==> src/common/decode_pkg.sv <==
// decode stage shared widths, major opcodes and instruction format views
package decode_pkg;

    // datapath and field widths
    localparam int xlen       = 64;
    localparam int instr_w    = 32;
    localparam int reg_addr_w = 5;
    localparam int num_regs   = 32;
    localparam int func_w     = 10;
    localparam int imm12_w    = 12;
    localparam int uimm_w     = 20;

    // major opcodes, rv64i base set
    localparam logic [6:0] op_r      = 7'b0110011;
    localparam logic [6:0] op_r_w    = 7'b0111011;
    localparam logic [6:0] op_jalr   = 7'b1100111;
    localparam logic [6:0] op_load   = 7'b0000011;
    localparam logic [6:0] op_imm    = 7'b0010011;
    localparam logic [6:0] op_imm_w  = 7'b0011011;
    localparam logic [6:0] op_store  = 7'b0100011;
    localparam logic [6:0] op_branch = 7'b1100011;
    localparam logic [6:0] op_lui    = 7'b0110111;
    localparam logic [6:0] op_auipc  = 7'b0010111;
    localparam logic [6:0] op_jal    = 7'b1101111;
    localparam logic [6:0] op_fence  = 7'b0001111;
    localparam logic [6:0] op_system = 7'b1110011;

    // fence with funct3 zero, sent down the pipe after a flush
    localparam logic [func_w-1:0] func_bubble = {3'b000, op_fence};

    // one instruction word, six format views
    typedef union packed {
        struct packed {
            logic [6:0]            funct7;
            logic [reg_addr_w-1:0] rs2;
            logic [reg_addr_w-1:0] rs1;
            logic [2:0]            funct3;
            logic [reg_addr_w-1:0] rd;
            logic [6:0]            opcode;
        } r;
        struct packed {
            logic [imm12_w-1:0]    imm;
            logic [reg_addr_w-1:0] rs1;
            logic [2:0]            funct3;
            logic [reg_addr_w-1:0] rd;
            logic [6:0]            opcode;
        } i;
        struct packed {
            logic [6:0]            imm_hi;
            logic [reg_addr_w-1:0] rs2;
            logic [reg_addr_w-1:0] rs1;
            logic [2:0]            funct3;
            logic [4:0]            imm_lo;
            logic [6:0]            opcode;
        } s;
        struct packed {
            logic                  imm_12;
            logic [5:0]            imm_10_5;
            logic [reg_addr_w-1:0] rs2;
            logic [reg_addr_w-1:0] rs1;
            logic [2:0]            funct3;
            logic [3:0]            imm_4_1;
            logic                  imm_11;
            logic [6:0]            opcode;
        } b;
        struct packed {
            logic [uimm_w-1:0]     imm;
            logic [reg_addr_w-1:0] rd;
            logic [6:0]            opcode;
        } u;
        struct packed {
            logic                  imm_20;
            logic [9:0]            imm_10_1;
            logic                  imm_11;
            logic [7:0]            imm_19_12;
            logic [reg_addr_w-1:0] rd;
            logic [6:0]            opcode;
        } j;
    } instr_u;

endpackage
==> src/common/src_operand_if.sv <==
// source register numbers and use flags from the field decoder to its consumers
`timescale 1ns/100ps

interface src_operand_if
    import decode_pkg::*;
();

    // register numbers, zero when the format has no such source
    logic [reg_addr_w-1:0] rs1;
    logic [reg_addr_w-1:0] rs2;
    // set per major opcode
    logic                  rs1_used;
    logic                  rs2_used;

    modport decoder (
        output rs1,
        output rs2,
        output rs1_used,
        output rs2_used
    );

    modport consumer (
        input rs1,
        input rs2,
        input rs1_used,
        input rs2_used
    );

endinterface

==> src/decode/instr_field_decoder.sv <==
// splits the instruction word into sources, destination, function code and upper immediate
`timescale 1ns/100ps

module instr_field_decoder
    import decode_pkg::*;
(
    input  logic [instr_w-1:0]    instr,
    src_operand_if.decoder        src,
    output logic [reg_addr_w-1:0] rd,
    output logic [func_w-1:0]     func_code,
    output logic [uimm_w-1:0]     uimm_next
);

    instr_u word;

    assign word = instr;

    // funct3 on top of the major opcode
    assign func_code = {word.r.funct3, word.r.opcode};

    always_comb begin
        // no sources unless the format names them
        src.rs1      = '0;
        src.rs2      = '0;
        src.rs1_used = 1'b0;
        src.rs2_used = 1'b0;
        rd           = word.r.rd;
        uimm_next    = '0;

        case (word.r.opcode)
            // register-register, both sources
            op_r, op_r_w: begin
                src.rs1      = word.r.rs1;
                src.rs2      = word.r.rs2;
                src.rs1_used = 1'b1;
                src.rs2_used = 1'b1;
            end
            // i format, rs2 slot is immediate and never a source
            op_load, op_imm, op_imm_w, op_jalr, op_system: begin
                src.rs1      = word.i.rs1;
                src.rs1_used = 1'b1;
            end
            op_store: begin
                src.rs1      = word.s.rs1;
                src.rs2      = word.s.rs2;
                src.rs1_used = 1'b1;
                src.rs2_used = 1'b1;
            end
            op_branch: begin
                src.rs1      = word.b.rs1;
                src.rs2      = word.b.rs2;
                src.rs1_used = 1'b1;
                src.rs2_used = 1'b1;
            end
            // lui and auipc take the upper 20 bits as they are
            op_lui, op_auipc: begin
                uimm_next = word.u.imm;
            end
            // jal immediate back in bit order 20..1
            op_jal: begin
                uimm_next = {word.j.imm_20, word.j.imm_19_12,
                             word.j.imm_11, word.j.imm_10_1};
            end
            // fence writes nothing
            op_fence: begin
                rd = '0;
            end
            default: begin
                // unknown opcode, no sources and no immediate
            end
        endcase
    end

endmodule

==> src/flat_wrapper.sv <==
// flat-port wrapper written by rule: the top's interface ports become plain ports
module instr_field_decoder_flat import decode_pkg::*;
  (instr, rd, func_code, uimm_next, src_rs1, src_rs2, src_rs1_used, src_rs2_used);
  src_operand_if src_i ();
  input  logic [instr_w-1:0] instr;
  output logic [reg_addr_w-1:0] rd;
  output logic [func_w-1:0] func_code;
  output logic [uimm_w-1:0] uimm_next;
  output wire logic [$bits(src_i.rs1)-1:0] src_rs1;
  output wire logic [$bits(src_i.rs2)-1:0] src_rs2;
  output wire logic [$bits(src_i.rs1_used)-1:0] src_rs1_used;
  output wire logic [$bits(src_i.rs2_used)-1:0] src_rs2_used;
  assign src_rs1 = src_i.rs1;
  assign src_rs2 = src_i.rs2;
  assign src_rs1_used = src_i.rs1_used;
  assign src_rs2_used = src_i.rs2_used;
  instr_field_decoder u_core (.instr(instr), .src(src_i), .rd(rd), .func_code(func_code), .uimm_next(uimm_next));
endmodule
==> config.mk <==
export PLATFORM = sky130hd
export DESIGN_NAME = instr_field_decoder_flat
export DESIGN_NICKNAME = d
export VERILOG_FILES = /design/src/common/decode_pkg.sv /design/src/common/src_operand_if.sv /design/src/decode/instr_field_decoder.sv /design/src/flat_wrapper.sv
export SDC_FILE = /design/constraint.sdc
export NUM_CORES = 1
export LEC_CHECK = 0
export CORE_MARGIN = 2
export CORE_UTILIZATION = 35
export DETAILED_ROUTE_END_ITERATION = 7
export DONT_BUFFER_PORTS = 1
export GPL_TIMING_DRIVEN = 0
export SETUP_SLACK_MARGIN = 0.05
export SYNTH_ARGS = -nofsm -noshare
export SYNTH_HDL_FRONTEND = slang
export SYNTH_SLANG_ARGS = --single-unit
==> constraint.sdc <==
create_clock -name vclk -period 1.3
set_input_delay 0.13 -clock vclk [all_inputs]
set_output_delay 0.13 -clock vclk [all_outputs]
set_load 0.01 [all_outputs]
# Yosys cells after proc, flatten, opt, wreduce, memory -nomap -nowiden
# Cells that the tools add are included.
# classes
eq_ne	13
muxes	6
reduce_logical	3
# ops
op	count
$pmux W20 S2	1
$eq A7 B6 Y1 const B	4
$eq A7 B7 Y1 const B	4
$eq A7 B5 Y1 const B	3
$mux W5	3
$reduce_or A9 Y1	1
$eq A7 B2 Y1 const B	1
$eq A7 B4 Y1 const B	1
$reduce_or A4 Y1	1
$mux W1	2
$reduce_or A2 Y1	1
# totals
reg_bits	0
inputBits	32
output_inout_bits	47

# Logic depth before layout (Yosys ltp)
# depth
depth_word	3
mapped_depth	4

# Least setup slack after synthesis
# Ideal clock, no wire load.
# synth_path
path_kind	in2out
startpoint	input instr[4]
endpoint	output rd[0]
t_arrival_ns	0.927
t_required_ns	1.170
setup_slack_ns	0.243
path_stages	3
path_cell_list	nand2b_1 or4_4 and2_1
# synth_between
elab_chain_cells	2
# synth_rtl
item	line_no	rtl
from (decl)	flat_wrapper.sv:5	input logic [instr_w-1:0] instr;
$eq A7 B4 Y1	instr_field_decoder.sv:30	case (word.r.opcode)
$mux W5	instr_field_decoder.sv:30	
to (decl)	flat_wrapper.sv:6	output logic [reg_addr_w-1:0] rd;
# No other way between the ends.

# Worst setup path in the final report
# layout_path
startpoint	input instr[4]
endpoint	output uimm_next[18]
# layout_between
elab_chain_cells	3
# layout_rtl
item	line_no	rtl
$eq A7 B6 Y1 / $eq A7 B5 Y1 (equally long branches)	instr_field_decoder.sv:30	
$reduce_or A2 Y1	instr_field_decoder.sv:30	
$pmux W20 S2 *	instr_field_decoder.sv:30	
to (decl)	flat_wrapper.sv:8	output logic [uimm_w-1:0] uimm_next;
# Mark *: on every way between the ends. The rest lies on a longest branch, timed or not.

==> results.txt <==
----------------------------------------------------
[GRT]
  Global-route wire length before repair ... 1559 µm
  Global routing usage summed across all routing layers ... 0.1328
  Total global routing overflow ... 0
  Largest net degree at the start of global routing ... 11
  Via count of the first global-routing pass ... 368
  Antenna violations before repair ... 0

[Worst setup path]
  Data required time of the critical path ... 1170 ps
  Launching element type of the critical path ... primary input
  Critical setup path kind ... primary input to output port
  Worst EP arrival ... 1020 ps
  Endpoint kind of the worst setup timing path ... output port
  Crit path max fanout ... 10

[Yosys]
  Synth top area cells ... a22o_1, buf_4, and2_1
  Per-instance average area after synthesis ... 7.315 µm²
  Mapped Cells ... 65
  Number of warnings reported in the yosys synthesis log ... 0
  Area share of the leading cell type in the synthesized netlist ... 0.3500
  Post-synthesis net count ... 97
  Biggest area consumer among synthesized cells ... a22o_1
  Synth Cell Area ... 475.5 µm²
  Proportion of synthesized chip area in sequential cells ... 0
  Synth cell types ... 18

[Floorplanning]
  Initial core utilization ... 0.3700
  Chip width ... 40.86 µm
  Standard-cell row count ... 13
  Core region area ... 1285 µm²
  I/O pin total ... 79
  Die area ... 1669 µm²
  DIE HEIGHT ... 40.86 µm

[Timing]
  Upper clock frequency limit ... 865.8 MHz
  Slew headroom ... 0.7147
  Endpoints failing setup ... 0
  Number of hold violations in the final report ... 0
  Setup repair after global routing missed its margin ... no
  Fraction of the cycle the final worst path needs ... 0.8884
  Total negative slack for setup checks ... 0 ps
  Slew at the pin closest to its max-slew limit ... 427.1 ps
  Minimum clock period ... 1155 ps
  Final Max Tran Viols ... 0

[Route]
  Drt wl/cell ... 17.28 µm
  WL final ... 1382 µm
  First-pass iteration count of the detailed router ... 3
  Per-cell via count in the routed design ... 6.675
  Starting DRC count in detailed routing ... 13
  Antenna Violating Nets Remaining ... 0
  Via Count ... 534
  Post-detailed-route DRC marker count ... 0

[Cells and area]
  Net total in the final layout ... 99
  Fin cells ... 80
  Commonest non-fill, non-tap cells in the layout ... a22o_1, and2_1, buf_4
  Area delta synth->final ... 5.526%
  Total of clock buffers placed in the layout ... 0
  Flip-flop and latch area ... 0 µm²
  Number of flip-flops and latches ... 0
  Most common library cell in the layout ignoring fill and taps ... a22o_1
  Diode count ... 0
  Layout cell share with drive strength beyond 1 ... 0.2462
  Filler Cell Count ... 145

[Power]
  Share of power burned in the clock network ... 0
  Net Sw Power ... 0.00004880 W
  Worst supply voltage drop on vdd ... 0.1175 mV
  Flop pwr share ... 0
  Internal portion of total power ... 0.00004442 W
  Share of total power consumed by net switching ... 0.5235
  Power per cell area ... 185.8 nW/µm²
  Comb pwr share ... 1.000
  Leakage power summed over all cells ... 0.2003 nW

[Placed design]
  Buffers added on ports ... 0
  Placer Congestion ... 0.7799
  HPWL after detailed placement ... 1142 µm
  Cell count after placement ... 80

[Clock network]
  CTS Hold Bufs ... 0

[Worst hold path]
  Min-delay worst type ... primary input to output port

[Outcome]
  Result of the run ... finished clean

[Job]
  Max-cap viol count ... 0

----------------------------------------------------
power by group through the flow:
stage                     Combinational [W]  Clock (W)  Sequential [W]
after floorplan                   0.0000852          0               0
after global placement            0.0000932          0               0
after detailed placement          0.0000933          0               0
after CTS                         0.0000934          0               0
after global routing               0.000102          0               0
final                             0.0000932          0               0
critical path, cell delays in order:
cell and delay [ps]:
nand2b_1 180, nor3_1 240, clkbuf_4 250, a22o_1 210
cell usage after synthesis, drive strengths merged:
cell and count:
a22o 19, buf 12, and2 10, nor3b 6
nand2 3, nor2 3, clkbuf 2, a211oi 1
and2b 1, and4b 1, nand2b 1, nand3 1
nand4bb 1, nor3 1, nor4bb 1, o21a 1
or4 1
kinds of logic (layout without fill, tap and decap cells):
group / after synthesis / after routing / share of synthesized area
and+or+nand+nor: 30 / 30 / 0.4131
AOI/OAI and AO/OA: 21 / 21 / 0.3921
buffers and inverters: 14 / 14 / 0.1947
per-layer routing:
layer  vias to the layer above  wire length [µm]  track usage
li1                        241                 -            -
met1                       247               592       0.2051
met2                        46               625       0.1992
met3                         0               163      0.02174
met4                         0                 0            0
met5                         -                 0            0
path summary, 6_finish.rpt:
| path | from | endpoint | slack [ps] | cells past startpoint |
|---|---|---|---|---|
| max | instr[4] | uimm_next[18] | 150 | 4 |
| min | instr[2] | func_code[2] | 350 | 1 |
metrics by stage:
stage	setup WS (ps)	instance area [µm²]	power (W)	utilization	hold WS, ps
floorplan	243.3	475.5	0.00008517	-	351.8
global placement	82.69	494.2	0.00009319	0.3846	353.9
detailed placement	75.95	494.2	0.00009328	0.3846	353.5
CTS	75.07	494.2	0.00009339	0.3846	353.5
global route	57.23	501.7	0.0001021	0.3905	354.0
finish	145.0	501.7	0.00009322	0.3905	352.8
what timing repair did:
action,4_1_cts,5_1_grt
gates resized for setup,0,6
setup buffers,0,0
setup endpoints to repair,0,20
layout make-up:
| cell class | instances | area [µm²] | share of cell area |
|---|---|---|---|
| Multi-Input combinational cell | 51 | 382.9 | 0.7631 |
| Buffer | 14 | 100.1 | 0.1995 |
| Tap cell | 15 | 18.77 | 0.03741 |
Note: power is estimated with default switching activity, not from simulation.
