File: config.mk
export PLATFORM = sky130hd
export DESIGN_NAME = decode_stage_regs
export DESIGN_NICKNAME = d
export VERILOG_FILES = /design/src/common/decode_pkg.sv /design/src/decode/decode_stage_regs.sv
export SDC_FILE = /design/constraint.sdc
export NUM_CORES = 1
export LEC_CHECK = 0
export ABC_CLOCK_PERIOD_IN_PS = 3700
export BUFFER_PORTS_ARGS = -buffer_cell sky130_fd_sc_hd__buf_2
export CORE_AREA = 2 2 213 215
export DETAILED_ROUTE_END_ITERATION = 12
export DIE_AREA = 0 0 215 217
export GPL_ROUTABILITY_DRIVEN = 0
export PLACE_DENSITY_LB_ADDON = 0.2
export SLEW_MARGIN = 10
export SYNTH_ARGS = -nofsm -noshare
export SYNTH_HDL_FRONTEND = slang
export SYNTH_SLANG_ARGS = --single-unit
File: constraint.sdc
create_clock -name clk -period 3.7 [get_ports clk]
set_clock_uncertainty 0.2 [all_clocks]
set_input_delay 1.11 -clock clk [delete_from_list [all_inputs] [get_ports clk]]
set_output_delay 1.11 -clock clk [all_outputs]
set_load 0.005 [all_outputs]
File: src/common/decode_pkg.sv
// decode stage shared widths, major opcodes and instruction format views
package decode_pkg;

    // datapath and field widths
    localparam int xlen       = 64;
    localparam int instr_w    = 32;
    localparam int reg_addr_w = 5;
    localparam int num_regs   = 32;
    localparam int func_w     = 10;
    localparam int imm12_w    = 12;
    localparam int uimm_w     = 20;

    // major opcodes, rv64i base set
    localparam logic [6:0] op_r      = 7'b0110011;
    localparam logic [6:0] op_r_w    = 7'b0111011;
    localparam logic [6:0] op_jalr   = 7'b1100111;
    localparam logic [6:0] op_load   = 7'b0000011;
    localparam logic [6:0] op_imm    = 7'b0010011;
    localparam logic [6:0] op_imm_w  = 7'b0011011;
    localparam logic [6:0] op_store  = 7'b0100011;
    localparam logic [6:0] op_branch = 7'b1100011;
    localparam logic [6:0] op_lui    = 7'b0110111;
    localparam logic [6:0] op_auipc  = 7'b0010111;
    localparam logic [6:0] op_jal    = 7'b1101111;
    localparam logic [6:0] op_fence  = 7'b0001111;
    localparam logic [6:0] op_system = 7'b1110011;

    // fence with funct3 zero, sent down the pipe after a flush
    localparam logic [func_w-1:0] func_bubble = {3'b000, op_fence};

    // one instruction word, six format views
    typedef union packed {
        struct packed {
            logic [6:0]            funct7;
            logic [reg_addr_w-1:0] rs2;
            logic [reg_addr_w-1:0] rs1;
            logic [2:0]            funct3;
            logic [reg_addr_w-1:0] rd;
            logic [6:0]            opcode;
        } r;
        struct packed {
            logic [imm12_w-1:0]    imm;
            logic [reg_addr_w-1:0] rs1;
            logic [2:0]            funct3;
            logic [reg_addr_w-1:0] rd;
            logic [6:0]            opcode;
        } i;
        struct packed {
            logic [6:0]            imm_hi;
            logic [reg_addr_w-1:0] rs2;
            logic [reg_addr_w-1:0] rs1;
            logic [2:0]            funct3;
            logic [4:0]            imm_lo;
            logic [6:0]            opcode;
        } s;
        struct packed {
            logic                  imm_12;
            logic [5:0]            imm_10_5;
            logic [reg_addr_w-1:0] rs2;
            logic [reg_addr_w-1:0] rs1;
            logic [2:0]            funct3;
            logic [3:0]            imm_4_1;
            logic                  imm_11;
            logic [6:0]            opcode;
        } b;
        struct packed {
            logic [uimm_w-1:0]     imm;
            logic [reg_addr_w-1:0] rd;
            logic [6:0]            opcode;
        } u;
        struct packed {
            logic                  imm_20;
            logic [9:0]            imm_10_1;
            logic                  imm_11;
            logic [7:0]            imm_19_12;
            logic [reg_addr_w-1:0] rd;
            logic [6:0]            opcode;
        } j;
    } instr_u;

endpackage
File: src/decode/decode_stage_regs.sv
// decode to alu pipeline register with stall hold, flush bubble and fetch-miss kill
`timescale 1ns/100ps

module decode_stage_regs
    import decode_pkg::*;
(
    input  logic                  clk,
    input  logic                  reset,
    input  logic [instr_w-1:0]    instr,
    input  logic [xlen-1:0]       prog_counter,
    input  logic [reg_addr_w-1:0] rd,
    input  logic [func_w-1:0]     func_code,
    input  logic [uimm_w-1:0]     uimm_next,
    input  logic [xlen-1:0]       rs1_data,
    input  logic [xlen-1:0]       rs2_data,
    input  logic                  hazard,
    input  logic                  alustall,
    input  logic                  decoder_flush,
    input  logic                  icache_fetch_miss,
    output logic [xlen-1:0]       rd_data_a,
    output logic [xlen-1:0]       rd_data_b,
    output logic [reg_addr_w-1:0] reg_dest,
    output logic [uimm_w-1:0]     uimm,
    output logic [func_w-1:0]     opcode,
    output logic [instr_w-1:0]    out_instr,
    output logic [xlen-1:0]       curr_pc,
    output logic [reg_addr_w-1:0] reg_a,
    output logic [imm12_w-1:0]    reg_b
);

    instr_u word;
    logic   flush_q;
    logic   hold;
    logic   kill_dest;

    assign word = instr;

    // hazard now or stall already raised
    assign hold = hazard || alustall;

    // any of these turns the next slot into a no-write
    assign kill_dest = hold || decoder_flush || flush_q || icache_fetch_miss;

    always_ff @(posedge clk) begin
        if (reset) begin
            flush_q   <= 1'b0;
            reg_dest  <= '0;
            opcode    <= '0;
            rd_data_a <= '0;
            rd_data_b <= '0;
            uimm      <= '0;
        end else begin
            flush_q  <= decoder_flush;
            reg_dest <= kill_dest ? '0 : rd;
            // second cycle after a flush goes out as a fence
            opcode   <= flush_q ? func_bubble : func_code;
            // operands frozen while stalled
            if (!hold) begin
                rd_data_a <= rs1_data;
                rd_data_b <= rs2_data;
                uimm      <= uimm_next;
            end
        end
    end

    // raw fields and pc follow the instruction every cycle
    always_ff @(posedge clk) begin
        out_instr <= instr;
        curr_pc   <= prog_counter;
        reg_a     <= word.r.rs1;
        reg_b     <= word.i.imm;
    end

    // a flush never lets a destination through on the next output
    a_flush_kills_dest: assert property (@(posedge clk) disable iff (reset)
        decoder_flush |=> reg_dest == '0)
        else $error("reg_dest nonzero the cycle after a flush");

endmodule

# Yosys cells after proc, flatten, opt, wreduce, memory -nomap -nowiden
# Index checks and enable logic that the tools add are counted.
# Widths: inputs -> output; s select.
dict set report classes {
  add_sub_neg 0
  mul 0
  n_div 0
  magnitude_cmp 0
  eq_ne 0
  shift 0
  mux 1
  n_bitwise 0
  reduce_logical 6
}
# operator count
set op_table {}
lappend op_table {{$logic_or 1x1->1} 4}
lappend op_table {{$mux 4} 1}
lappend op_table {{$reduce_or 2->1} 2}
dict set report word_totals {
  ff_bits 277
  latch_bits 0
  ramBits 0
  mem_bits_ro 0
  in_bits 265
  out_inout_bits 276
  elab_cells 18
  memories 0
}

# Depth between registers and ports, before layout
dict set report logic_depth {
  ltp_word 5
  mapped_depth 6
  depth_no_buf 2
}

# Least setup slack after synthesis
# Ideal clock, no wire load.
dict set report synth_timing {
  path_type {input to register}
  from {input alustall}
  to {register rd_data_a[0]}
  arrival_ns 2.063
  setup_slack_ns 1.366
  path_stages 6
  path_buffers 4
  cell_sequence {buf_6 -> buf_6 -> buf_12 -> buf_6 -> or3b_1 -> a21oi_1}
}
dict set report synth_between {
  elab_chain_len 1
}
# item line
set synth_lines {}
lappend synth_lines {{start: declaration} decode_stage_regs.sv:17} ;# input logic alustall,
lappend synth_lines {{$logic_or 1x1->1} decode_stage_regs.sv:39} ;# assign hold = hazard || alustall;
lappend synth_lines {{end signal: assignment} decode_stage_regs.sv:59} ;# rd_data_a <= rs1_data;
lappend synth_lines {{end: declaration} decode_stage_regs.sv:20} ;# output logic [xlen-1:0] rd_data_a,
# No other way between the ends.
# A chain may end at the register's enable or synchronous reset.

# Worst setup path in the final report
dict set report layout_timing {
  from {register curr_pc[36]}
  to {output curr_pc[36]}
}
# item line
set layout_rtl {}
lappend layout_rtl {{start: declaration} decode_stage_regs.sv:26} ;# output logic [xlen-1:0] curr_pc,
lappend layout_rtl {{start signal: assignment} decode_stage_regs.sv:69} ;# curr_pc <= prog_counter;
# No word-level cell between the ends.

==> results summary <==
Sorting the synthesized cells by area gives the leading types as dfxtp_1 60%, or3b_1 14%, a21oi_1 8.6%. The maximum single-stage delay on the critical path came out at 0.40 ns. The number of I/O port buffers is 540.

The number of routed nets with antenna violations is 0. The total number of cells along the worst setup path is 1. The first-pass iteration count of the detailed router came out at 4. The total of max-cap violations is 0.

The buffer depth of the longest clock path came out at 3. In this run, placement finished with an instance count of around 1900. The worst setup path is launched from a flop. The overall track demand over capacity in global routing came out at between 10% and 20%. The number of filler instances in the final layout is 4804. The total of warnings raised by yosys is 0. The chip height is between 200 and 250 um. In this run the mean area of a mapped cell was 10.47 um2.

Counting every instance in the synthesized netlist gives roughly 830. The combined buffer and inverter count along the critical path is 1. The HPWL after detailed placement came out at ~24000 um.

The endpoint arrival time on the critical path came out at about 1.1 ns. The post-cts hold buffer count is 0. The final critical delay including setup and external delays came out at around 2.4 ns. The number of cell rows came out at 78. The highest metal layer with signal wires is met5. The clock transition at the registers of the reported paths came out at about 0.06 ns.

The endpoint of the lowest-slack register-to-register path is reg_dest[1]. The maximum fanout count along the critical path came out at 1. The clock tree from TritonCTS is built. The area share of the largest cell type after synthesis came out at between 60% and 70%.

The number of levels the H-tree was split into came out at 1. The number of placed I/O pins is approximately 540. Compared with the post-synthesis result, the final layout area differs by 49.12%. The register area came out at 5205 um2. The area of the die is roughly 47000 um2.

Synthesis inferred 260 register bits. The unique cell type count in the Yosys netlist came out at 16. Walking the worst path, the cells encountered are buf_2. The largest net degree at the start of global routing is between 100 and 150. In the layout the commonest cells are 537 x buf_2, 260 x dfxtp_1, 148 x o21ai_0, 148 x a21oi_1, 142 x or3b_1. The routed length on met1 is 11560 um. Measured along the x axis, the die boundary spans 215 um. The path depth of the worst reg2reg path came out at 2. After detailed routing, the number of vias per cell comes to about 4. Setup violations remaining at the end of the flow were counted as 0. The min-delay analysis places its worst path in the category reg -> reg. The share of the Yosys chip area taken by registers is 60.10%. The worst setup path is of the reg -> out kind. The wire length on met3 came out at 3156 um.

In this run the standard cell core region covers between 40000 and 50000 um2. The detailed route wirelength on metal2 is roughly 17000 um. The count of nets after finishing is about 1600. The sort of element at the end of the critical path is an output pin. The flow ran to the end, and the final reports show no timing, DRC or antenna violations.

The worst slew margin relative to its limit came out at between 30% and 40%. The total DRC errors in the routed layout came out at 0. The clock insertion delay at the later pin of the skew report came out at around 0.55 ns. The final number of hold-violating endpoints is 0. The worst register-to-register path begins at flush_q. The cell with the largest stage delay on the worst path is dfxtp_1. The maximum operating frequency came out at 0.4114 GHz. The post-CTS setup buffer count is 0. CTS saw 260 sinks.

The mapped cell area is around 8700 um2. Leaving out fill and tap cells, the most frequent cell in the layout is buf_2. The non-filler instance count after layout is 1944.

The kind of cell adding the most delay to the critical path is flip-flops. Setup repair after global routing left no endpoint under its margin. The via count of the first global-routing pass came to between 7000 and 8000. For this configuration, the core starts out at a cell density of 19.38%.

The source of the critical timing path is curr_pc[36]. The per-cell routed wire length came out at 16.72 um. In this run, the number of DRC markers left after iteration 0 of detailed routing was 247.

The number of pins exceeding their max-slew limit in the final report came out at 0. Summed over all layers, the global routing overflow is 0. Clock tree synthesis inserted a total of 30 buffers.

The total via count after detailed routing came out at 7804. The root buffer selected by CTS is clkbuf_16. The number of instances resized during post-cts repair came out at 0.

After detailed routing, the total wire length is about 32000 um. For the pin with the worst max-slew slack, the measured transition is approximately 0.91 ns. The number of nets handed over by synthesis was ~1100. The worst setup path endpoint is curr_pc[36]. The leakage power came out at around 5.9 nW.

The post-route netlist has between 40% and 50% of its cells at a drive strength greater than 1. The final cycle utilization of the critical path is between 60 and 70%. The multi-input combinational cells in the finished layout cover a total of around 2900 um2.

In this run the power density over the cells is around 530 nW/um2. At the worst endpoint, the required time is ~2.4 ns. In this run the register-to-register setup slack is around 2.4 ns. The worst-case IR drop observed on VDD is around 0.33 mV.

The initial antenna violation count came out at 10. Setup total negative slack on the finished layout was measured at 0 ns. The first global-routing pass estimated between 40000 and 50000 um of wire. dfxtp_1 takes more of the synthesized area than any other cell.

In this run the most critical hold path is launched from rd_data_b[51].
## registers in the layout, summed over array words and instances (netlist names)
name       flops
rd_data_a     64
reg_dest       5
uimm          20
curr_pc       64
out_instr     17
flush_q        1
reg_a          4
rd_data_b     64
reg_b         11
opcode        10
## through the flow
stage | setup slack, ns | util (%) | total power, mW | hold slack [ns] | cell area [um2]
finish | 1.269 | 28.89 | 6.885 | 0.2705 | 12910
global route | 1.201 | 28.89 | 7.201 | 0.2910 | 12910
CTS | 1.198 | 28.88 | 7.026 | 0.2720 | 12910
detailed placement | 0.9762 | 26.37 | 3.652 | 0.2639 | 11790
global placement | 1.004 | 26.37 | 3.645 | 0.2575 | 11790
floorplan | 1.366 | - | 3.299 | 0.2699 | 8661
## where the power goes
group	leakage (nW)	internal [mW]	switching (mW)
Sequential	2.15	2.94	0.0526
Clock	0.551	2.09	1.22
Combinational	3.21	0.292	0.292
Total	5.91	5.32	1.56
## metal layers
layer | vias to the layer above | GRT usage (%)
met4 | 2 | 3.655
met3 | 63 | 4.906
li1 | 3903 | -
met2 | 336 | 24.38
met1 | 3500 | 13.54
met5 | - | 0
## worst min-delay path by stage
stage                          endpoint  slack, ns  cells past startpoint
after floorplan           rd_data_a[63]       0.27                      2
after global placement    rd_data_a[16]       0.26                      2
after detailed placement  rd_data_b[51]       0.26                      2
after CTS                 rd_data_b[51]       0.27                      2
after global routing      rd_data_b[51]       0.29                      2
final                     rd_data_b[51]       0.27                      2
## logic make-up (layout without fill, tap and decap cells)
group	count (synthesis)	in the layout	share of synthesized area [%]
other	0	2	0
and+or+nand+nor	170	170	16.37
DFF	260	260	60.10
buffers and inverters	101	616	6.429
AOI/OAI and AO/OA	296	296	17.10
## layout make-up
cell class	instances	area share [%]
repair buffers	560	22.69
multi-input cells	466	22.45
well taps	600	5.813
diodes	2	0.03875
flip-flops and latches	260	40.30
clock inverters	17	2.170
clock buffers	39	6.539
## synth_stat cells
cell	count
buf_2	6
buf_6	12
buf_4	17
or3b_2	6
dfxtp_1	260
and3_1	5
buf_1	1
or3b_1	142
clkbuf_1	64
nor2_1	9
nor4_2	1
a21oi_1	148
and2_1	6
buf_12	1
o21ai_0	148
nor2b_1	1
## worst reg2reg max path: cells and delay by family, from the launching register on
family | cells | cell delay (ns)
flip-flops | 1 | 0.36
AND/OR/NAND/NOR | 2 | 0.67
No activity file was read; power rests on OpenSTA's default activity.
