**src/common/decode_pkg.sv**
```systemverilog
// decode stage shared widths, major opcodes and instruction format views
package decode_pkg;

    // datapath and field widths
    localparam int xlen       = 64;
    localparam int instr_w    = 32;
    localparam int reg_addr_w = 5;
    localparam int num_regs   = 32;
    localparam int func_w     = 10;
    localparam int imm12_w    = 12;
    localparam int uimm_w     = 20;

    // major opcodes, rv64i base set
    localparam logic [6:0] op_r      = 7'b0110011;
    localparam logic [6:0] op_r_w    = 7'b0111011;
    localparam logic [6:0] op_jalr   = 7'b1100111;
    localparam logic [6:0] op_load   = 7'b0000011;
    localparam logic [6:0] op_imm    = 7'b0010011;
    localparam logic [6:0] op_imm_w  = 7'b0011011;
    localparam logic [6:0] op_store  = 7'b0100011;
    localparam logic [6:0] op_branch = 7'b1100011;
    localparam logic [6:0] op_lui    = 7'b0110111;
    localparam logic [6:0] op_auipc  = 7'b0010111;
    localparam logic [6:0] op_jal    = 7'b1101111;
    localparam logic [6:0] op_fence  = 7'b0001111;
    localparam logic [6:0] op_system = 7'b1110011;

    // fence with funct3 zero, sent down the pipe after a flush
    localparam logic [func_w-1:0] func_bubble = {3'b000, op_fence};

    // one instruction word, six format views
    typedef union packed {
        struct packed {
            logic [6:0]            funct7;
            logic [reg_addr_w-1:0] rs2;
            logic [reg_addr_w-1:0] rs1;
            logic [2:0]            funct3;
            logic [reg_addr_w-1:0] rd;
            logic [6:0]            opcode;
        } r;
        struct packed {
            logic [imm12_w-1:0]    imm;
            logic [reg_addr_w-1:0] rs1;
            logic [2:0]            funct3;
            logic [reg_addr_w-1:0] rd;
            logic [6:0]            opcode;
        } i;
        struct packed {
            logic [6:0]            imm_hi;
            logic [reg_addr_w-1:0] rs2;
            logic [reg_addr_w-1:0] rs1;
            logic [2:0]            funct3;
            logic [4:0]            imm_lo;
            logic [6:0]            opcode;
        } s;
        struct packed {
            logic                  imm_12;
            logic [5:0]            imm_10_5;
            logic [reg_addr_w-1:0] rs2;
            logic [reg_addr_w-1:0] rs1;
            logic [2:0]            funct3;
            logic [3:0]            imm_4_1;
            logic                  imm_11;
            logic [6:0]            opcode;
        } b;
        struct packed {
            logic [uimm_w-1:0]     imm;
            logic [reg_addr_w-1:0] rd;
            logic [6:0]            opcode;
        } u;
        struct packed {
            logic                  imm_20;
            logic [9:0]            imm_10_1;
            logic                  imm_11;
            logic [7:0]            imm_19_12;
            logic [reg_addr_w-1:0] rd;
            logic [6:0]            opcode;
        } j;
    } instr_u;

endpackage
```
**src/common/src_operand_if.sv**
```systemverilog
// source register numbers and use flags from the field decoder to its consumers
`timescale 1ns/100ps

interface src_operand_if
    import decode_pkg::*;
();

    // register numbers, zero when the format has no such source
    logic [reg_addr_w-1:0] rs1;
    logic [reg_addr_w-1:0] rs2;
    // set per major opcode
    logic                  rs1_used;
    logic                  rs2_used;

    modport decoder (
        output rs1,
        output rs2,
        output rs1_used,
        output rs2_used
    );

    modport consumer (
        input rs1,
        input rs2,
        input rs1_used,
        input rs2_used
    );

endinterface

```
**src/decode/hazard_detector.sv**
```systemverilog
// read-after-write check against alu, mem and wb destinations, with registered stall
`timescale 1ns/100ps

module hazard_detector
    import decode_pkg::*;
(
    input  logic                  clk,
    input  logic                  reset,
    src_operand_if.consumer       src,
    input  logic [reg_addr_w-1:0] alu_reg_dest,
    input  logic [reg_addr_w-1:0] mem_reg_dest,
    input  logic [reg_addr_w-1:0] wb_reg_dest,
    input  logic                  alu_st_dec,
    output logic                  hazard,
    output logic                  alustall
);

    logic alu_hit;
    logic mem_hit;
    logic wb_hit;

    // one source against one in-flight destination, x0 never conflicts
    function automatic logic src_match(input logic [reg_addr_w-1:0] dest,
                                       input logic [reg_addr_w-1:0] rs,
                                       input logic                  used);
        return used && (rs == dest) && (dest != '0);
    endfunction

    // alu destination ignored while alu_st_dec is set
    assign alu_hit = !alu_st_dec &&
                     (src_match(alu_reg_dest, src.rs1, src.rs1_used) ||
                      src_match(alu_reg_dest, src.rs2, src.rs2_used));
    assign mem_hit = src_match(mem_reg_dest, src.rs1, src.rs1_used) ||
                     src_match(mem_reg_dest, src.rs2, src.rs2_used);
    assign wb_hit  = src_match(wb_reg_dest, src.rs1, src.rs1_used) ||
                     src_match(wb_reg_dest, src.rs2, src.rs2_used);

    assign hazard = alu_hit || mem_hit || wb_hit;

    // stall seen by fetch one cycle after the hazard
    always_ff @(posedge clk) begin
        if (reset) begin
            alustall <= 1'b0;
        end else begin
            alustall <= hazard;
        end
    end

    // nothing in flight means nothing to wait for
    a_no_dest_no_hazard: assert property (@(posedge clk) disable iff (reset)
        (alu_reg_dest == '0 && mem_reg_dest == '0 && wb_reg_dest == '0) |-> !hazard)
        else $error("hazard raised with no destination in flight");

endmodule

```
**src/flat_wrapper.sv**
```systemverilog
// flat-port wrapper written by rule: the top's interface ports become plain ports
module hazard_detector_flat import decode_pkg::*;
  (clk, reset, alu_reg_dest, mem_reg_dest, wb_reg_dest, alu_st_dec, hazard, alustall, src_rs1, src_rs2, src_rs1_used, src_rs2_used);
  src_operand_if src_i ();
  input  logic clk;
  input  logic reset;
  input  logic [reg_addr_w-1:0] alu_reg_dest;
  input  logic [reg_addr_w-1:0] mem_reg_dest;
  input  logic [reg_addr_w-1:0] wb_reg_dest;
  input  logic alu_st_dec;
  output logic hazard;
  output logic alustall;
  input wire logic [$bits(src_i.rs1)-1:0] src_rs1;
  input wire logic [$bits(src_i.rs2)-1:0] src_rs2;
  input wire logic [$bits(src_i.rs1_used)-1:0] src_rs1_used;
  input wire logic [$bits(src_i.rs2_used)-1:0] src_rs2_used;
  assign src_i.rs1 = src_rs1;
  assign src_i.rs2 = src_rs2;
  assign src_i.rs1_used = src_rs1_used;
  assign src_i.rs2_used = src_rs2_used;
  hazard_detector u_core (.clk(clk), .reset(reset), .src(src_i), .alu_reg_dest(alu_reg_dest), .mem_reg_dest(mem_reg_dest), .wb_reg_dest(wb_reg_dest), .alu_st_dec(alu_st_dec), .hazard(hazard), .alustall(alustall));
endmodule
```
**config.mk**
```make
export PLATFORM = sky130hd
export DESIGN_NAME = hazard_detector_flat
export DESIGN_NICKNAME = d
export VERILOG_FILES = /design/src/common/decode_pkg.sv /design/src/common/src_operand_if.sv /design/src/decode/hazard_detector.sv /design/src/flat_wrapper.sv
export SDC_FILE = /design/constraint.sdc
export NUM_CORES = 1
export LEC_CHECK = 0
export BUFFER_PORTS_ARGS = -buffer_cell sky130_fd_sc_hd__buf_2
export CAP_MARGIN = 20
export CORE_AREA = 2 2 39 41
export DETAILED_ROUTE_END_ITERATION = 16
export DIE_AREA = 0 0 41 43
export HOLD_SLACK_MARGIN = 0.05
export PLACE_DENSITY = 0.67
export SYNTH_ARGS = -nofsm -noshare
export SYNTH_HDL_FRONTEND = slang
export SYNTH_SLANG_ARGS = --single-unit
```
**constraint.sdc**
```tcl
create_clock -name clk -period 3.24 [get_ports clk]
set_input_delay 0.324 -clock clk [delete_from_list [all_inputs] [get_ports clk]]
set_output_delay 0.324 -clock clk [all_outputs]
set_load 0.05 [all_outputs]
```
# Yosys cells after proc, flatten, opt, wreduce, memory -nomap -nowiden
# Cells that the tools add are included.
# totals
in_bits	30
ramBits	0
romBits	0
wordCells	29
ff_bits	1
out_inout_bits	2
latchBits	0
n_memories	0
# classes
multipliers	0
magnitude_cmp	0
eq_ne	6
n_shift	0
addsub	0
muxes	0
reduce_logical	22
n_bitwise	0
div	0
# ops
op	count
5-bit equality test	6
5-bit nonzero test	3
1-bit logical AND	13
1-bit logical OR	5
1-bit logical NOT	1

# Logic depth before layout (Yosys ltp)
# Gate-level depths: netlist of run 1.
# logic_depth
ltp_word	7
depth_mapped	5
mapped_depth_nobuf	5

# Worst setup path before layout of run 1
# Ideal clock, no wire load.
# synth_timing
path_kind	input to output
startpoint	input mem_reg_dest[1]
endpoint	output hazard
cell_stages	5
required_ns	2.916
n_path_buf	0
slack_ns	1.283
arrival_time_ns	1.633
path_cell_list	or4_1 > nor2_2 > nor3_1 > nor4_4 > nand2_1
# synth_via
elab_chain_len	6
word_cells_on_any_way	10
classes_between	eq/ne (2); reduce/logical (8)
# synth_rtl
item	line_no	rtl
start, declared	flat_wrapper.sv:8	input logic [reg_addr_w-1:0] mem_reg_dest;
5-bit equality test	hazard_detector.sv:26	return used && (rs == dest) && (dest != '0);
1-bit logical AND (2 in series)	hazard_detector.sv:26	
1-bit logical OR (*)	hazard_detector.sv:33	assign mem_hit = src_match(mem_reg_dest, src.rs1, src.rs1_used) ||
1-bit logical OR (*) (2 in series)	hazard_detector.sv:38	assign hazard = alu_hit || mem_hit || wb_hit;
end, declared	flat_wrapper.sv:11	output logic hazard;
# Every way passes the cells marked *; elsewhere a longest branch is shown, timed or not.

# Final worst setup path of run 1
# Same ends and word-level chain as after synthesis.

==> results of run 1 <==
## cell families (layout without fill, tap and decap cells)
logic type,after synthesis,count (layout),share of synthesized area (%)
xor+xnor,30,30,59.8
simple gates,24,24,32.2
compound gates,2,2,3.42
flops,1,1,4.56
buf+inv,0,31,0
## power by group through the flow
stage | sequential [µW] | clock (µW) | combinational [µW]
5_1_grt | 13.4 | 0 | 90.1
6_report | 13.2 | 0 | 82.3
3_5_place_dp | 13.3 | 0 | 82.8
4_1_cts | 13.3 | 0 | 83.1
3_3_place_gp | 13.3 | 0 | 81.7
2_1_floorplan | 15.4 | 0 | 42.8
## metal layers
| metal | vias up | global-route usage [%] | wire [µm] |
|---|---|---|---|
| li1 | 263 | - | - |
| met1 | 214 | 22.5 | 560 |
| met2 | 17 | 23.4 | 555 |
| met3 | 0 | 0 | 73 |
| met4 | 0 | 0 | 0 |
| met5 | - | 0 | 0 |
## final timing paths
check	slack, ns	to	start
worst max-delay path	1.16	hazard	mem_reg_dest[1]
worst min-delay path	0.48	u_core.alustall	reset
## synthesized netlist by cell type
master | n | share of area (%)
a221o_1 | 1 | 2.3
xor2_1 | 8 | 16
nor4_1 | 2 | 2.8
a21oi_1 | 1 | 1.1
xnor2_1 | 22 | 44
nand3_1 | 2 | 2.3
nand2_1 | 5 | 4.3
or4_1 | 2 | 3.4
nor2_1 | 2 | 1.7
dfxtp_1 | 1 | 4.6
nor3_1 | 5 | 5.7
nor4_4 | 1 | 4.8
nand4_1 | 4 | 5.7
nor2_2 | 1 | 1.4
## cell type report
cell class | count | area (µm²) | area share (%)
Sequential cell | 1 | 20.0 | 3.26
Multi-Input combinational cell | 56 | 419 | 68.2
Tap cell | 16 | 20.0 | 3.26
Timing Repair Buffer | 31 | 155 | 25.3
## critical path, stage by stage
cell and delay (ns):
buf_2 0.12, or4_1 0.53, nor2_2 0.12, nor3_1 0.09, nor4_4 0.29, nand2_1 0.07
buf_2 0.21
## metrics by stage
step	instance area, µm²	hold slack [ns]	power, µW
final	614	0.480	95.6
after CTS	614	0.481	96.4
after global placement	614	0.480	95.0
after detailed placement	614	0.481	96.1
after global routing	614	0.493	104
after floorplan	439	0.393	58.2
==> metrics, run 1 <==
Synth warnings=0; Tcrit/Tclk final=64.1%; clock power share=0%; status=finished, final reports clean; synthesized instance count=57; commonest cells after routing, fill and taps aside=buf_2, xnor2_1, xor2_1; Non-Filler Instances=104; Remaining DRCs=0; max reg flops=1; syn nets=87; die height=43 µm; sequential power share=13.9%; grt ovf=0; Most flops, register=u_core.alustall; Worst-Margin Slew=about 0.37 ns; Core Region=1380 µm²; Final setup violation count=0; CP max FO=3; initial antenna violation count=0; hold depth=2; sequential share of the synthesized area=4.56%; Area Growth Syn to Fin=39.9%; GPL Wtd Cong=0.737; hold buffers post-CTS=0; Yosys cell types=14; Req. time, crit path=2.92 ns; dpl ws=around 1.2 ns; Starting Density=between 30% and 40%; total track usage=between 10% and 20%; Core Util, Final=44.4%; commonest non-fill, non-tap cell in the layout=buf_2; Placed Cells=104; WL final=~1200 µm; Fillers=148; Vias/cell=4.75; Switch Pwr=42.0 µW; vias=494; die area=1760 µm²; synthesized area=roughly 440 µm²; Seq cells post-synth=1; min Tclk post-route=about 2.1 ns; Comb pwr share=86.1%; fmax=0.482 GHz; TritonRoute pass-1 iters=2; row count=14; switching share of power=between 40% and 50%; final count of pins violating max slew=0; Pwr Density=around 160 nW/µm²; Final nets=120; PortBufs=31; Setup crit end kind=primary output; Hold Path Class=in -> reg; Routed Antenna Nets=0; CP Class=in -> out; Initial DRC Count=3; Avg Cell Area, Syn=7.70 µm²; drt wl/cell=around 11 µm; Top Registers=u_core.alustall x1; Die X=41 µm; Static Leak=0.000256 µW; unrepaired setup endpoints after global routing=no; setup ws final=1.16 ns; final hold vios=0; IO Pins=32; Critical Path Start Type=input port; largest net degree at the start of global routing=4; clk slew on worst S/H paths=0 ns; number of inserted diodes=0; max_cap viols=0; Int Pwr=53.6 µW; CP Data Arrival Time=1.75 ns; share of cells above drive strength 1=37.5%; slew margin rel.=74.9%; first-pass GRT wire length=1880 µm; Final TNS setup=0 ns; vias in the first global route=444; post-CTS sizing=0; postcts setup bufs=0; worst vdd ir=63.9 µV
(Power assumes the default switching activity.)
==> run 2, diff against run 1 <==
- clock period: 3.24 -> 1.95 ns (I/O delays scaled with it)
==> run 2 against run 1 <==
Hold slack worse by 0.13 ns. Largest cell class unchanged. Wire length is 1.2% higher. Final area stayed put. Sequential share of layout area stayed put. Total power is 66% higher. Critical endpoint unchanged. Highest routed layer unchanged. Core utilization stayed put. Final cell count stayed put. Critical path depth stayed put. First-iteration DRC count is 67% lower. Via count is 1.6% higher. Die area stayed put.
==> metrics, run 2 (synthesis gave the netlist of run 1 again) <==
Req. time, crit path=1.75 ns; max reg flops=1; Pwr Density=around 260 nW/µm²; GRT Max-Usage Layer=met2; Most flops, register=u_core.alustall; drt wl/cell=roughly 12 µm; TritonRoute pass-1 iters=2; slew margin rel.=74.6%; row count=14; number of inserted diodes=0; total track usage=15.0%; Placed Cells=104; first-pass GRT wire length=1910 µm; Final nets=120; Starting Density=31.7%; initial antenna violation count=0; vias=around 500; Vias/cell=just under 5; CP Class=in -> out; CP Data Arrival Time=1.63 ns; grt ovf=0; hold buffers post-CTS=0; M2 GR Usage=between 20% and 30%; largest net degree at the start of global routing=4; Worst-Margin Slew=0.379 ns; worst vdd ir=86.6 µV; final hold vios=0; GPL Wtd Cong=0.737; clk slew on worst S/H paths=0 ns; Static Leak=0.000256 µW; Non-Filler Instances=104; Routed Antenna Nets=0; fmax=0.549 GHz; Top Registers=u_core.alustall x1; Initial DRC Count=1; Core Region=1380 µm²; PortBufs=31; Tcrit/Tclk final=93.4%; commonest non-fill, non-tap cell in the layout=buf_2; die height=43 µm; commonest cells after routing, fill and taps aside=buf_2, xnor2_1, xor2_1; hpwl dp=roughly 1100 µm; Area Growth Syn to Fin=39.9%; IO Pins=32; WHS=0.354 ns; Setup crit end kind=primary output; Die X=41 µm; met3 usage=0%; post-CTS sizing=0; max_cap viols=0; Hold Path Class=in -> reg; Critical Path Start Type=input port; postcts setup bufs=0; CP max FO=3; final count of pins violating max slew=0; die area=roughly 1800 µm²; met1 usage=between 20% and 30%; vias in the first global route=460; share of cells above drive strength 1=37.5%; Final setup violation count=0; status=finished, final reports clean; min Tclk post-route=1.82 ns; unrepaired setup endpoints after global routing=no; WL final=about 1200 µm; Final TNS setup=0 ns; Remaining DRCs=0
run 2: cell counts in the layout (fill, tap and decap cells not counted):
No cell type changed its count.
run 2: stage by stage:
stage               setup WS [ns]  cell area, µm²  total power (µW)  util [%]
floorplan                   0.251             439              96.6         -
global placement            0.144             614               158      44.4
detailed placement          0.123             614               160      44.4
CTS                         0.123             614               161      44.4
global route               0.0234             614               173      44.4
finish                      0.129             614               159      44.4
run 2: worst max-delay path, stage by stage:
cell     delay (ns)
buf_2          0.12
or4_1          0.53
nor2_2         0.11
nor3_1         0.09
nor4_4         0.29
nand2_1        0.07
buf_2          0.21
run 2: power breakdown:
part           internal (µW)  total [µW]  switching [µW]
registers               21.8        22.0           0.184
clock network              0           0               0
logic                   67.2         137            69.9
total                   89.1         159            70.1
run 2: per-layer routing:
| layer | vias up | part of all wire (%) |
|---|---|---|
| met5 | - | 0 |
| met1 | 219 | 47 |
| met3 | 0 | 5.5 |
| met2 | 17 | 47 |
| li1 | 266 | - |
| met4 | 0 | 0 |
run 2: area by class of cell:
type	instances	area, µm²
tap	16	20.0
multi-input combinational	56	419
timing repair buffer	31	155
sequential	1	20.0
fill	158	769
run 2: final timing paths:
path,to,start,cells after the start
max,hazard,mem_reg_dest[1],7
min,u_core.alustall,reset,2
